===== src/csr_pkg.sv =====
package csr_pkg;

	localparam int ADDR_BITS = 8;

	// register map
	localparam logic [ADDR_BITS-1:0] ADDR_SLOT = 8'd0;
	localparam logic [ADDR_BITS-1:0] ADDR_PID = 8'd1;
	localparam logic [ADDR_BITS-1:0] ADDR_COUNT = 8'd2;
	localparam logic [ADDR_BITS-1:0] ADDR_PAYLOAD_BASE = 8'd64;

	// pattern returned for unmapped reads
	localparam logic [15:0] UNMAPPED_TAG = 16'hE000;

	// per-slot filter setup
	typedef struct packed {
		logic en;
		logic [12:0] pid;
	} pid_cfg_t;

	// pid register layout
	typedef struct packed {
		logic [14:0] rsvd_hi;
		logic en;
		logic [2:0] rsvd_lo;
		logic [12:0] pid;
	} pid_word_t;

	// lane 0 is the least significant byte
	typedef union packed {
		pid_word_t cfg;
		logic [3:0][7:0] lane;
	} csr_word_u;

endpackage


===== src/ts_pkg.sv =====
package ts_pkg;

	// transport packet geometry
	localparam int PACK_BYTES = 188;
	localparam int HDR_BYTES = 4;

	// shared payload buffer holds one packet payload in 32-bit words
	localparam int PAYLOAD_WORDS = (PACK_BYTES - HDR_BYTES) / 4;
	localparam int PAYLOAD_IDX_BITS = $clog2(PAYLOAD_WORDS);

	// byte position within a packet
	localparam int POS_BITS = $clog2(PACK_BYTES + 1);

	// one stream byte with a sync flag on byte 0 of a packet
	typedef struct packed {
		logic sync;
		logic [7:0] data;
	} ts_byte_t;

endpackage


===== src/ts_csr_decode.sv =====
`timescale 1ns/1ns

module ts_csr_decode import ts_pkg::*, csr_pkg::*; #(
	parameter int FILTER_NUM = 4,
	parameter int ADDR_BITS = 8
) (
	input logic clk,
	input logic rst_n,

	input logic wen,
	input logic [ADDR_BITS-1:0] waddr,
	input logic [31:0] wdata,

	input logic ren,
	input logic [ADDR_BITS-1:0] raddr,
	output logic [31:0] rdata,

	input logic [31:0] match_count [FILTER_NUM],
	input logic [PAYLOAD_IDX_BITS-1:0] payload_idx,

	output pid_cfg_t slot_cfg [FILTER_NUM],
	output logic [31:0] payload_word
);

	localparam int SLOT_BITS = (FILTER_NUM > 1) ? $clog2(FILTER_NUM) : 1;
	localparam logic [ADDR_BITS-1:0] PAY_BASE = ADDR_BITS'(ADDR_PAYLOAD_BASE);
	localparam logic [ADDR_BITS-1:0] PAY_SIZE = ADDR_BITS'(PAYLOAD_WORDS);

	logic [SLOT_BITS-1:0] cur_slot;
	logic [3:0][7:0] payload_mem [PAYLOAD_WORDS];

	csr_word_u wr_word;
	csr_word_u rd_word;

	logic [ADDR_BITS-1:0] w_off;
	logic [ADDR_BITS-1:0] r_off;
	logic w_is_payload;
	logic r_is_payload;

	assign wr_word = wdata;

	// payload window decode
	assign w_off = waddr - PAY_BASE;
	assign r_off = raddr - PAY_BASE;
	assign w_is_payload = (waddr >= PAY_BASE) && (w_off < PAY_SIZE);
	assign r_is_payload = (raddr >= PAY_BASE) && (r_off < PAY_SIZE);

	always_ff @(posedge clk) begin
		if (!rst_n) begin
			cur_slot <= '0;
			for (int i = 0; i < FILTER_NUM; i++) begin
				slot_cfg[i] <= '0;
			end
		end else if (wen) begin
			case (waddr)
				ADDR_SLOT: begin
					// out of range selects are dropped
					if (wdata < 32'(FILTER_NUM)) begin
						cur_slot <= wdata[SLOT_BITS-1:0];
					end
				end
				ADDR_PID: begin
					slot_cfg[cur_slot].en <= wr_word.cfg.en;
					slot_cfg[cur_slot].pid <= wr_word.cfg.pid;
				end
				default: begin
				end
			endcase
		end
	end

	always_ff @(posedge clk) begin
		if (wen && w_is_payload) begin
			payload_mem[w_off[PAYLOAD_IDX_BITS-1:0]] <= wr_word.lane;
		end
	end

	// replacement path reads the buffer directly
	assign payload_word = payload_mem[payload_idx];

	always_comb begin
		rd_word = '0;
		if (r_is_payload) begin
			rd_word.lane = payload_mem[r_off[PAYLOAD_IDX_BITS-1:0]];
		end else begin
			case (raddr)
				ADDR_SLOT: begin
					rd_word = 32'(cur_slot);
				end
				ADDR_PID: begin
					rd_word.cfg.en = slot_cfg[cur_slot].en;
					rd_word.cfg.pid = slot_cfg[cur_slot].pid;
				end
				ADDR_COUNT: begin
					rd_word = match_count[cur_slot];
				end
				default: begin
					rd_word = {UNMAPPED_TAG, 16'(raddr)};
				end
			endcase
		end
	end

	// read data one cycle after ren
	always_ff @(posedge clk) begin
		if (ren) begin
			rdata <= rd_word;
		end
	end

endmodule


===== src/ts_out_stage.sv =====
`timescale 1ns/1ns

module ts_out_stage import ts_pkg::*; #(
	parameter int IN_CREDITS = 8,
	parameter int OUT_CREDITS = 4
) (
	input logic clk,
	input logic rst_n,

	input logic fifo_valid,
	input ts_byte_t fifo_byte,

	input logic out_credit,
	output logic in_credit,
	output logic out_valid,
	output ts_byte_t out_byte
);

	localparam int PTR_BITS = (IN_CREDITS > 1) ? $clog2(IN_CREDITS) : 1;
	localparam int CNT_BITS = $clog2(IN_CREDITS + 1);
	localparam int CRED_BITS = $clog2(OUT_CREDITS + 1);
	localparam logic [PTR_BITS-1:0] PTR_LAST = PTR_BITS'(IN_CREDITS - 1);

	ts_byte_t fifo_mem [IN_CREDITS];
	logic [PTR_BITS-1:0] wr_ptr;
	logic [PTR_BITS-1:0] rd_ptr;
	logic [CNT_BITS-1:0] count;
	logic [CRED_BITS-1:0] credits;

	logic empty;
	logic pop;
	logic push_mem;
	logic pop_mem;
	ts_byte_t head;

	// empty fifo lets the incoming byte straight through
	assign empty = (count == '0);
	assign head = empty ? fifo_byte : fifo_mem[rd_ptr];
	assign pop = (!empty || fifo_valid) && (credits != '0);
	assign pop_mem = pop && !empty;
	assign push_mem = fifo_valid && !(pop && empty);

	always_ff @(posedge clk) begin
		if (push_mem) begin
			fifo_mem[wr_ptr] <= fifo_byte;
		end
	end

	always_ff @(posedge clk) begin
		if (!rst_n) begin
			wr_ptr <= '0;
			rd_ptr <= '0;
			count <= '0;
		end else begin
			if (push_mem) begin
				wr_ptr <= (wr_ptr == PTR_LAST) ? '0 : wr_ptr + 1'b1;
			end
			if (pop_mem) begin
				rd_ptr <= (rd_ptr == PTR_LAST) ? '0 : rd_ptr + 1'b1;
			end
			count <= count + CNT_BITS'(push_mem) - CNT_BITS'(pop_mem);
		end
	end

	// send and return may coincide
	always_ff @(posedge clk) begin
		if (!rst_n) begin
			credits <= CRED_BITS'(OUT_CREDITS);
			out_valid <= 1'b0;
			in_credit <= 1'b0;
		end else begin
			credits <= credits - CRED_BITS'(pop) + CRED_BITS'(out_credit);
			out_valid <= pop;
			in_credit <= pop;
		end
	end

	always_ff @(posedge clk) begin
		if (pop) begin
			out_byte <= head;
		end
	end

endmodule


===== src/ts_pid_match.sv =====
`timescale 1ns/1ns

module ts_pid_match import ts_pkg::*, csr_pkg::*; #(
	parameter int FILTER_NUM = 4,
	parameter int MONITOR_NUM = 1
) (
	input logic clk,
	input logic rst_n,

	input logic in_valid,
	input ts_byte_t in_byte,

	input pid_cfg_t slot_cfg [FILTER_NUM],
	input logic [31:0] payload_word,
	output logic [PAYLOAD_IDX_BITS-1:0] payload_idx,
	output logic [31:0] match_count [FILTER_NUM],

	output logic fifo_valid,
	output ts_byte_t fifo_byte
);

	// low slots only count
	localparam logic [FILTER_NUM-1:0] MON_MASK = FILTER_NUM'((1 << MONITOR_NUM) - 1);
	localparam logic [POS_BITS-1:0] HDR_END = POS_BITS'(HDR_BYTES);
	localparam logic [POS_BITS-1:0] PACK_END = POS_BITS'(PACK_BYTES);

	logic [POS_BITS-1:0] pos;
	logic [POS_BITS-1:0] cur_pos;
	logic [POS_BITS-1:0] pay_off;
	logic [4:0] pid_hi;
	logic [12:0] pid;
	logic [FILTER_NUM-1:0] hit;
	logic repl;
	logic replace_now;
	logic [1:0] lane;
	logic [7:0] out_data;

	always_comb begin
		cur_pos = in_byte.sync ? '0 : pos;
		pid = {pid_hi, in_byte.data};
		for (int i = 0; i < FILTER_NUM; i++) begin
			hit[i] = slot_cfg[i].en && (slot_cfg[i].pid == pid);
		end
	end

	// payload position as word then lane
	always_comb begin
		pay_off = cur_pos - HDR_END;
		lane = pay_off[1:0];
		replace_now = repl && (cur_pos >= HDR_END) && (cur_pos < PACK_END);
		payload_idx = replace_now ? pay_off[2 +: PAYLOAD_IDX_BITS] : '0;
		out_data = replace_now ? payload_word[{lane, 3'b000} +: 8] : in_byte.data;
	end

	always_ff @(posedge clk) begin
		if (!rst_n) begin
			pos <= '0;
			pid_hi <= '0;
			repl <= 1'b0;
			fifo_valid <= 1'b0;
			for (int i = 0; i < FILTER_NUM; i++) begin
				match_count[i] <= '0;
			end
		end else begin
			fifo_valid <= in_valid;
			if (in_valid) begin
				// hold at packet end until the next sync
				if (cur_pos < PACK_END) begin
					pos <= cur_pos + 1'b1;
				end
				if (cur_pos == POS_BITS'(1)) begin
					pid_hi <= in_byte.data[4:0];
				end
				if (cur_pos == POS_BITS'(2)) begin
					repl <= |(hit & ~MON_MASK);
					for (int i = 0; i < FILTER_NUM; i++) begin
						if (hit[i]) begin
							match_count[i] <= match_count[i] + 32'd1;
						end
					end
				end
			end
		end
	end

	always_ff @(posedge clk) begin
		if (in_valid) begin
			fifo_byte.sync <= in_byte.sync;
			fifo_byte.data <= out_data;
		end
	end

endmodule


===== src/ts_remux_top.sv =====
`timescale 1ns/1ns

module ts_remux_top import ts_pkg::*, csr_pkg::*; #(
	parameter int FILTER_NUM = 4,
	parameter int MONITOR_NUM = 1,
	parameter int IN_CREDITS = 8,
	parameter int OUT_CREDITS = 4
) (
	input logic clk,
	input logic rst_n,

	input logic wen,
	input logic [ADDR_BITS-1:0] waddr,
	input logic [31:0] wdata,
	input logic ren,
	input logic [ADDR_BITS-1:0] raddr,
	output logic [31:0] rdata,

	input logic in_valid,
	input ts_byte_t in_byte,
	output logic in_credit,

	output logic out_valid,
	output ts_byte_t out_byte,
	input logic out_credit
);

	pid_cfg_t slot_cfg [FILTER_NUM];
	logic [31:0] match_count [FILTER_NUM];
	logic [PAYLOAD_IDX_BITS-1:0] payload_idx;
	logic [31:0] payload_word;
	logic fifo_valid;
	ts_byte_t fifo_byte;

	ts_csr_decode #(
		.FILTER_NUM(FILTER_NUM),
		.ADDR_BITS(ADDR_BITS)
	) u_decode (
		.clk(clk),
		.rst_n(rst_n),
		.wen(wen),
		.waddr(waddr),
		.wdata(wdata),
		.ren(ren),
		.raddr(raddr),
		.rdata(rdata),
		.match_count(match_count),
		.payload_idx(payload_idx),
		.slot_cfg(slot_cfg),
		.payload_word(payload_word)
	);

	ts_pid_match #(
		.FILTER_NUM(FILTER_NUM),
		.MONITOR_NUM(MONITOR_NUM)
	) u_match (
		.clk(clk),
		.rst_n(rst_n),
		.in_valid(in_valid),
		.in_byte(in_byte),
		.slot_cfg(slot_cfg),
		.payload_word(payload_word),
		.payload_idx(payload_idx),
		.match_count(match_count),
		.fifo_valid(fifo_valid),
		.fifo_byte(fifo_byte)
	);

	ts_out_stage #(
		.IN_CREDITS(IN_CREDITS),
		.OUT_CREDITS(OUT_CREDITS)
	) u_out (
		.clk(clk),
		.rst_n(rst_n),
		.fifo_valid(fifo_valid),
		.fifo_byte(fifo_byte),
		.out_credit(out_credit),
		.in_credit(in_credit),
		.out_valid(out_valid),
		.out_byte(out_byte)
	);

endmodule

===== config.mk =====
export PLATFORM = sky130hd
export DESIGN_NAME = ts_remux_top
export DESIGN_NICKNAME = d
export VERILOG_FILES = /design/src/csr_pkg.sv /design/src/ts_pkg.sv /design/src/ts_csr_decode.sv /design/src/ts_out_stage.sv /design/src/ts_pid_match.sv /design/src/ts_remux_top.sv
export SDC_FILE = /design/constraint.sdc
export NUM_CORES = 2
export LEC_CHECK = 0
export BUFFER_PORTS_ARGS = -buffer_cell sky130_fd_sc_hd__buf_2
export CORE_MARGIN = 2
export CORE_UTILIZATION = 45
export DETAILED_ROUTE_END_ITERATION = 7
export PLACE_DENSITY = 0.6
export SLEW_MARGIN = 20
export SYNTH_ARGS = -nofsm -noshare
export SYNTH_HDL_FRONTEND = slang
export SYNTH_SLANG_ARGS = --single-unit
export TNS_END_PERCENT = 100

===== constraint.sdc =====
create_clock -name clk -period 8.6 [get_ports clk]
set_input_delay 2.15 -clock clk [delete_from_list [all_inputs] [get_ports clk]]
set_output_delay 2.15 -clock clk [all_outputs]
set_load 0.01 [all_outputs]

==> impl_metrics.env <==
export IMPL_status="finished, final reports clean"
export IMPL_first_pass_iters=7
export IMPL_cts_hold_buf=0
export IMPL_grt_antenna_before_repair=18
export IMPL_worstSetupStartpointType="input pin"
export IMPL_cts_buffers_inserted=193
export IMPL_coreArea_mm2=0.1898
export IMPL_fin_crit_ns=7.130
export IMPL_cts_htree_levels=4
export IMPL_vdd_drop_max_mv=0.1716
export IMPL_drtIter0Drc=10080
export IMPL_slew_headroom_pct=20.02
export IMPL_postRouteAntennaNets=0
export IMPL_grt_max_degree=140
export IMPL_fin_tns_setup_ns=0
export IMPL_synth_edf_count=1594
export IMPL_drv_cap=0
export IMPL_syn_nets=6118
export IMPL_synthArstFlopShare_pct=0
export IMPL_clk_path_buf_depth=3
export IMPL_reg2reg_to="u_match.fifo_byte[6]"
export IMPL_viasPerCell=6.945
export IMPL_cts_clk_slew_worst_paths_ns=0.06
export IMPL_routedWlPerCell_um=36.60
export IMPL_cp_arrival_ns=7.68
export IMPL_cp_data_required_time_ns=9.15
export IMPL_track_usage_pct=32.55
export IMPL_remaining_drc_errors=0
export IMPL_slew_viol_final=0
export IMPL_cts_tree="built"
export IMPL_synthCells=6030
export IMPL_cts_setup_buffers=0
export IMPL_hold_path_class="flip-flop to flip-flop"
export IMPL_setup_viol=0
export IMPL_yosysTopAreaCellShare_pct=55.79
export IMPL_total_power_w=0.01959
export IMPL_path_class="input pin to flip-flop"
export IMPL_rows=160
export IMPL_clk_latency_ns=0.87
export IMPL_worst_r2r_setup_slack_ns=2.41
export IMPL_final_cell_mix="edfxtp_1, nand2_1, mux4_2, nor2_1, a21oi_1"
export IMPL_synthesis_area_mm2=0.08579
export IMPL_rsz0062_at_grt="no"
export IMPL_io_pins=106
export IMPL_fin_ws_ns=1.470
export IMPL_worst_r2r_startpoint="u_match.pos[2]"
export IMPL_synthTopCellsByArea="edfxtp_1, mux4_2, dfxtp_1, nand2_1, mux2i_1"
export IMPL_vias=60750
export IMPL_yosysSeqAreaShare_pct=60.88
export IMPL_hpwl_mm=192.5
export IMPL_worstHoldPathCells=2
export IMPL_yosysTopAreaCell="edfxtp_1"
export IMPL_tritoncts_num_sinks=1812
export IMPL_maxClockFrequency_mhz=140.2
export IMPL_min_to="u_out.rd_ptr[1]"
export IMPL_pre_cts_ws_ns=0.7961
export IMPL_worst_slew_pin_slew_ns=1.191
export IMPL_fp_dieW_um=440.6
export IMPL_die_area_mm2=0.1942
export IMPL_yosys_warnings=0
export IMPL_wl_mm=320.2
export IMPL_critPathMaxFanout=21
export IMPL_grt_overflow=0
export IMPL_finalHoldViolCount=0
export IMPL_reg2reg_depth=14
export IMPL_final_common_cell="edfxtp_1"
export IMPL_crit_path_end_kind="flip-flop"
export IMPL_drive_gt1_share_pct=21.41
export IMPL_ctsResizeCount=0
export IMPL_grt_pass1_wl_mm=447.0
export IMPL_die_height_um=440.6
export IMPL_p_leak_nw=30.99
export IMPL_min_from="u_out.rd_ptr[1]"
export IMPL_initial_core_util_pct=45.21
export IMPL_p_per_area_mw_per_mm2=203.1
export IMPL_io_buffers=105
export IMPL_layout_nets=6158
export IMPL_finClkSkew_ns=0.03926
export IMPL_placedInstanceArea_mm2=0.08997
export IMPL_ys_seq_elements=1812
export IMPL_grt_pass1_vias=58500
export IMPL_post_route_cell_area_mm2=0.09644
export IMPL_synth_main_ff_cell="edfxtp_1"
export IMPL_cts_root_buf="clkbuf_16"
export IMPL_place_gp_congestion=0.9296
export IMPL_syn_area_per_cell_um2=14.23
export IMPL_area_growth_pct=12.40
export IMPL_fin_crit_sh_pct=82.91
export IMPL_ys_types=87
==> cell families (layout without fill, tap and decap cells) <==
| family | Yosys count | in the layout | share of synthesized area [%] |
|---|---|---|---|
| other | 0 | 6 | 0 |
| buffers and inverters | 512 | 713 | 2.524 |
| multiplexers | 807 | 807 | 17.84 |
| AO/OA/AOI/OAI | 1039 | 1039 | 8.113 |
| adder cells (fa/ha/maj) | 25 | 25 | 0.3821 |
| flip-flops | 1812 | 1812 | 60.88 |
| XOR/XNOR | 157 | 157 | 1.603 |
| AND/OR/NAND/NOR | 1678 | 1678 | 8.658 |
==> power by group <==
| part | switching (W) | total, W | internal, W |
|---|---|---|---|
| Combinational | 0.000789 | 0.00127 | 0.000481 |
| Clock | 0.00367 | 0.00858 | 0.00492 |
| Sequential | 0.0000676 | 0.00974 | 0.00967 |
==> worst max-delay path by stage <==
stage                from              endpoint  slack (ns)  cells past startpoint
6_report       in_byte[8]  u_match.fifo_byte[6]        1.47                     15
5_1_grt        in_byte[8]  u_match.fifo_byte[6]        1.51                     15
4_1_cts        in_byte[8]  u_match.fifo_byte[6]        1.70                     15
3_5_place_dp   in_byte[8]  u_match.fifo_byte[6]        0.80                     15
3_3_place_gp   in_byte[8]  u_match.fifo_byte[3]        0.84                     16
2_1_floorplan  in_byte[8]  u_match.fifo_byte[5]        2.21                     18
==> metal layers <==
layer	track usage [%]	share of wire, %	vias to the layer above
met3	9.851	14	1088
met2	48.13	44	4844
met4	18.39	6.5	16
li1	-	-	24060
met5	0	0.033	-
met1	42.82	36	30750
==> cell type report <==
type                       instances  area (um2)
multi-input combinational       3706       32020
timing repair buffer             323        2447
clock inverter                   114        1296
antenna                            6       15.01
tap                             2511        3142
inverter                          34       140.1
sequential                      1812       52240
clock buffer                     242        5141
fill                           15890       93350
==> synth_stat cells (33+ instances only) <==
master / n
and3_1: 55
edfxtp_1: 1594
a21oi_1: 227
clkbuf_1: 249
nor3_1: 70
mux2i_1: 186
mux2_2: 48
nor2_1: 403
o211ai_1: 48
a211oi_1: 42
dfxtp_1: 218
a311oi_1: 58
xnor2_1: 77
or3_1: 35
buf_1: 75
buf_2: 135
mux4_2: 573
o21ai_0: 190
o22ai_1: 81
a31oi_1: 93
nand4_1: 54
o221ai_1: 66
a22oi_1: 33
xor2_1: 80
nand2_1: 745
nand3_1: 189
==> worst max-delay path, cell delays in order <==
cell	delay, ns
buf_2	0.45
inv_1	0.31
nand2_1	0.27
ha_1	0.54
a21boi_0	0.37
o21a_1	0.40
buf_4	0.33
nor3_4	0.15
buf_4	0.28
buf_4	0.26
a221oi_1	0.75
a211oi_1	0.31
o41ai_1	0.63
o21a_1	0.29
a211oi_1	0.11
==> flip-flops by register name (all words and copies together) (netlist names), named ones only <==
signal,cells
u_out.fifo_mem,72
u_out.rd_ptr,3
u_match.pid_hi,5
u_match.fifo_valid,1
u_decode.rdata,32
u_decode.slot_cfg,56
u_out.count,4
u_out.out_byte,9
u_match.pos,8
u_out.credits,3
u_match.repl,1
u_decode.payload_mem,1472
u_out.in_credit,1
u_decode.cur_slot,2
u_match.fifo_byte,9
u_out.wr_ptr,3
u_match.match_count,128
==> stage by stage <==
| stage | instances | hold slack [ns] | utilization, % |
|---|---|---|---|
| after global routing | 8744 | 0.5237 | 50.81 |
| after global placement | 8384 | 0.4771 | 47.38 |
| final | 8748 | 0.4985 | 50.81 |
| after CTS | 8742 | 0.4993 | 50.80 |
| after detailed placement | 8386 | 0.4824 | 47.41 |
| after floorplan | 6030 | 0.4550 | - |
(Power assumes the default switching activity.)
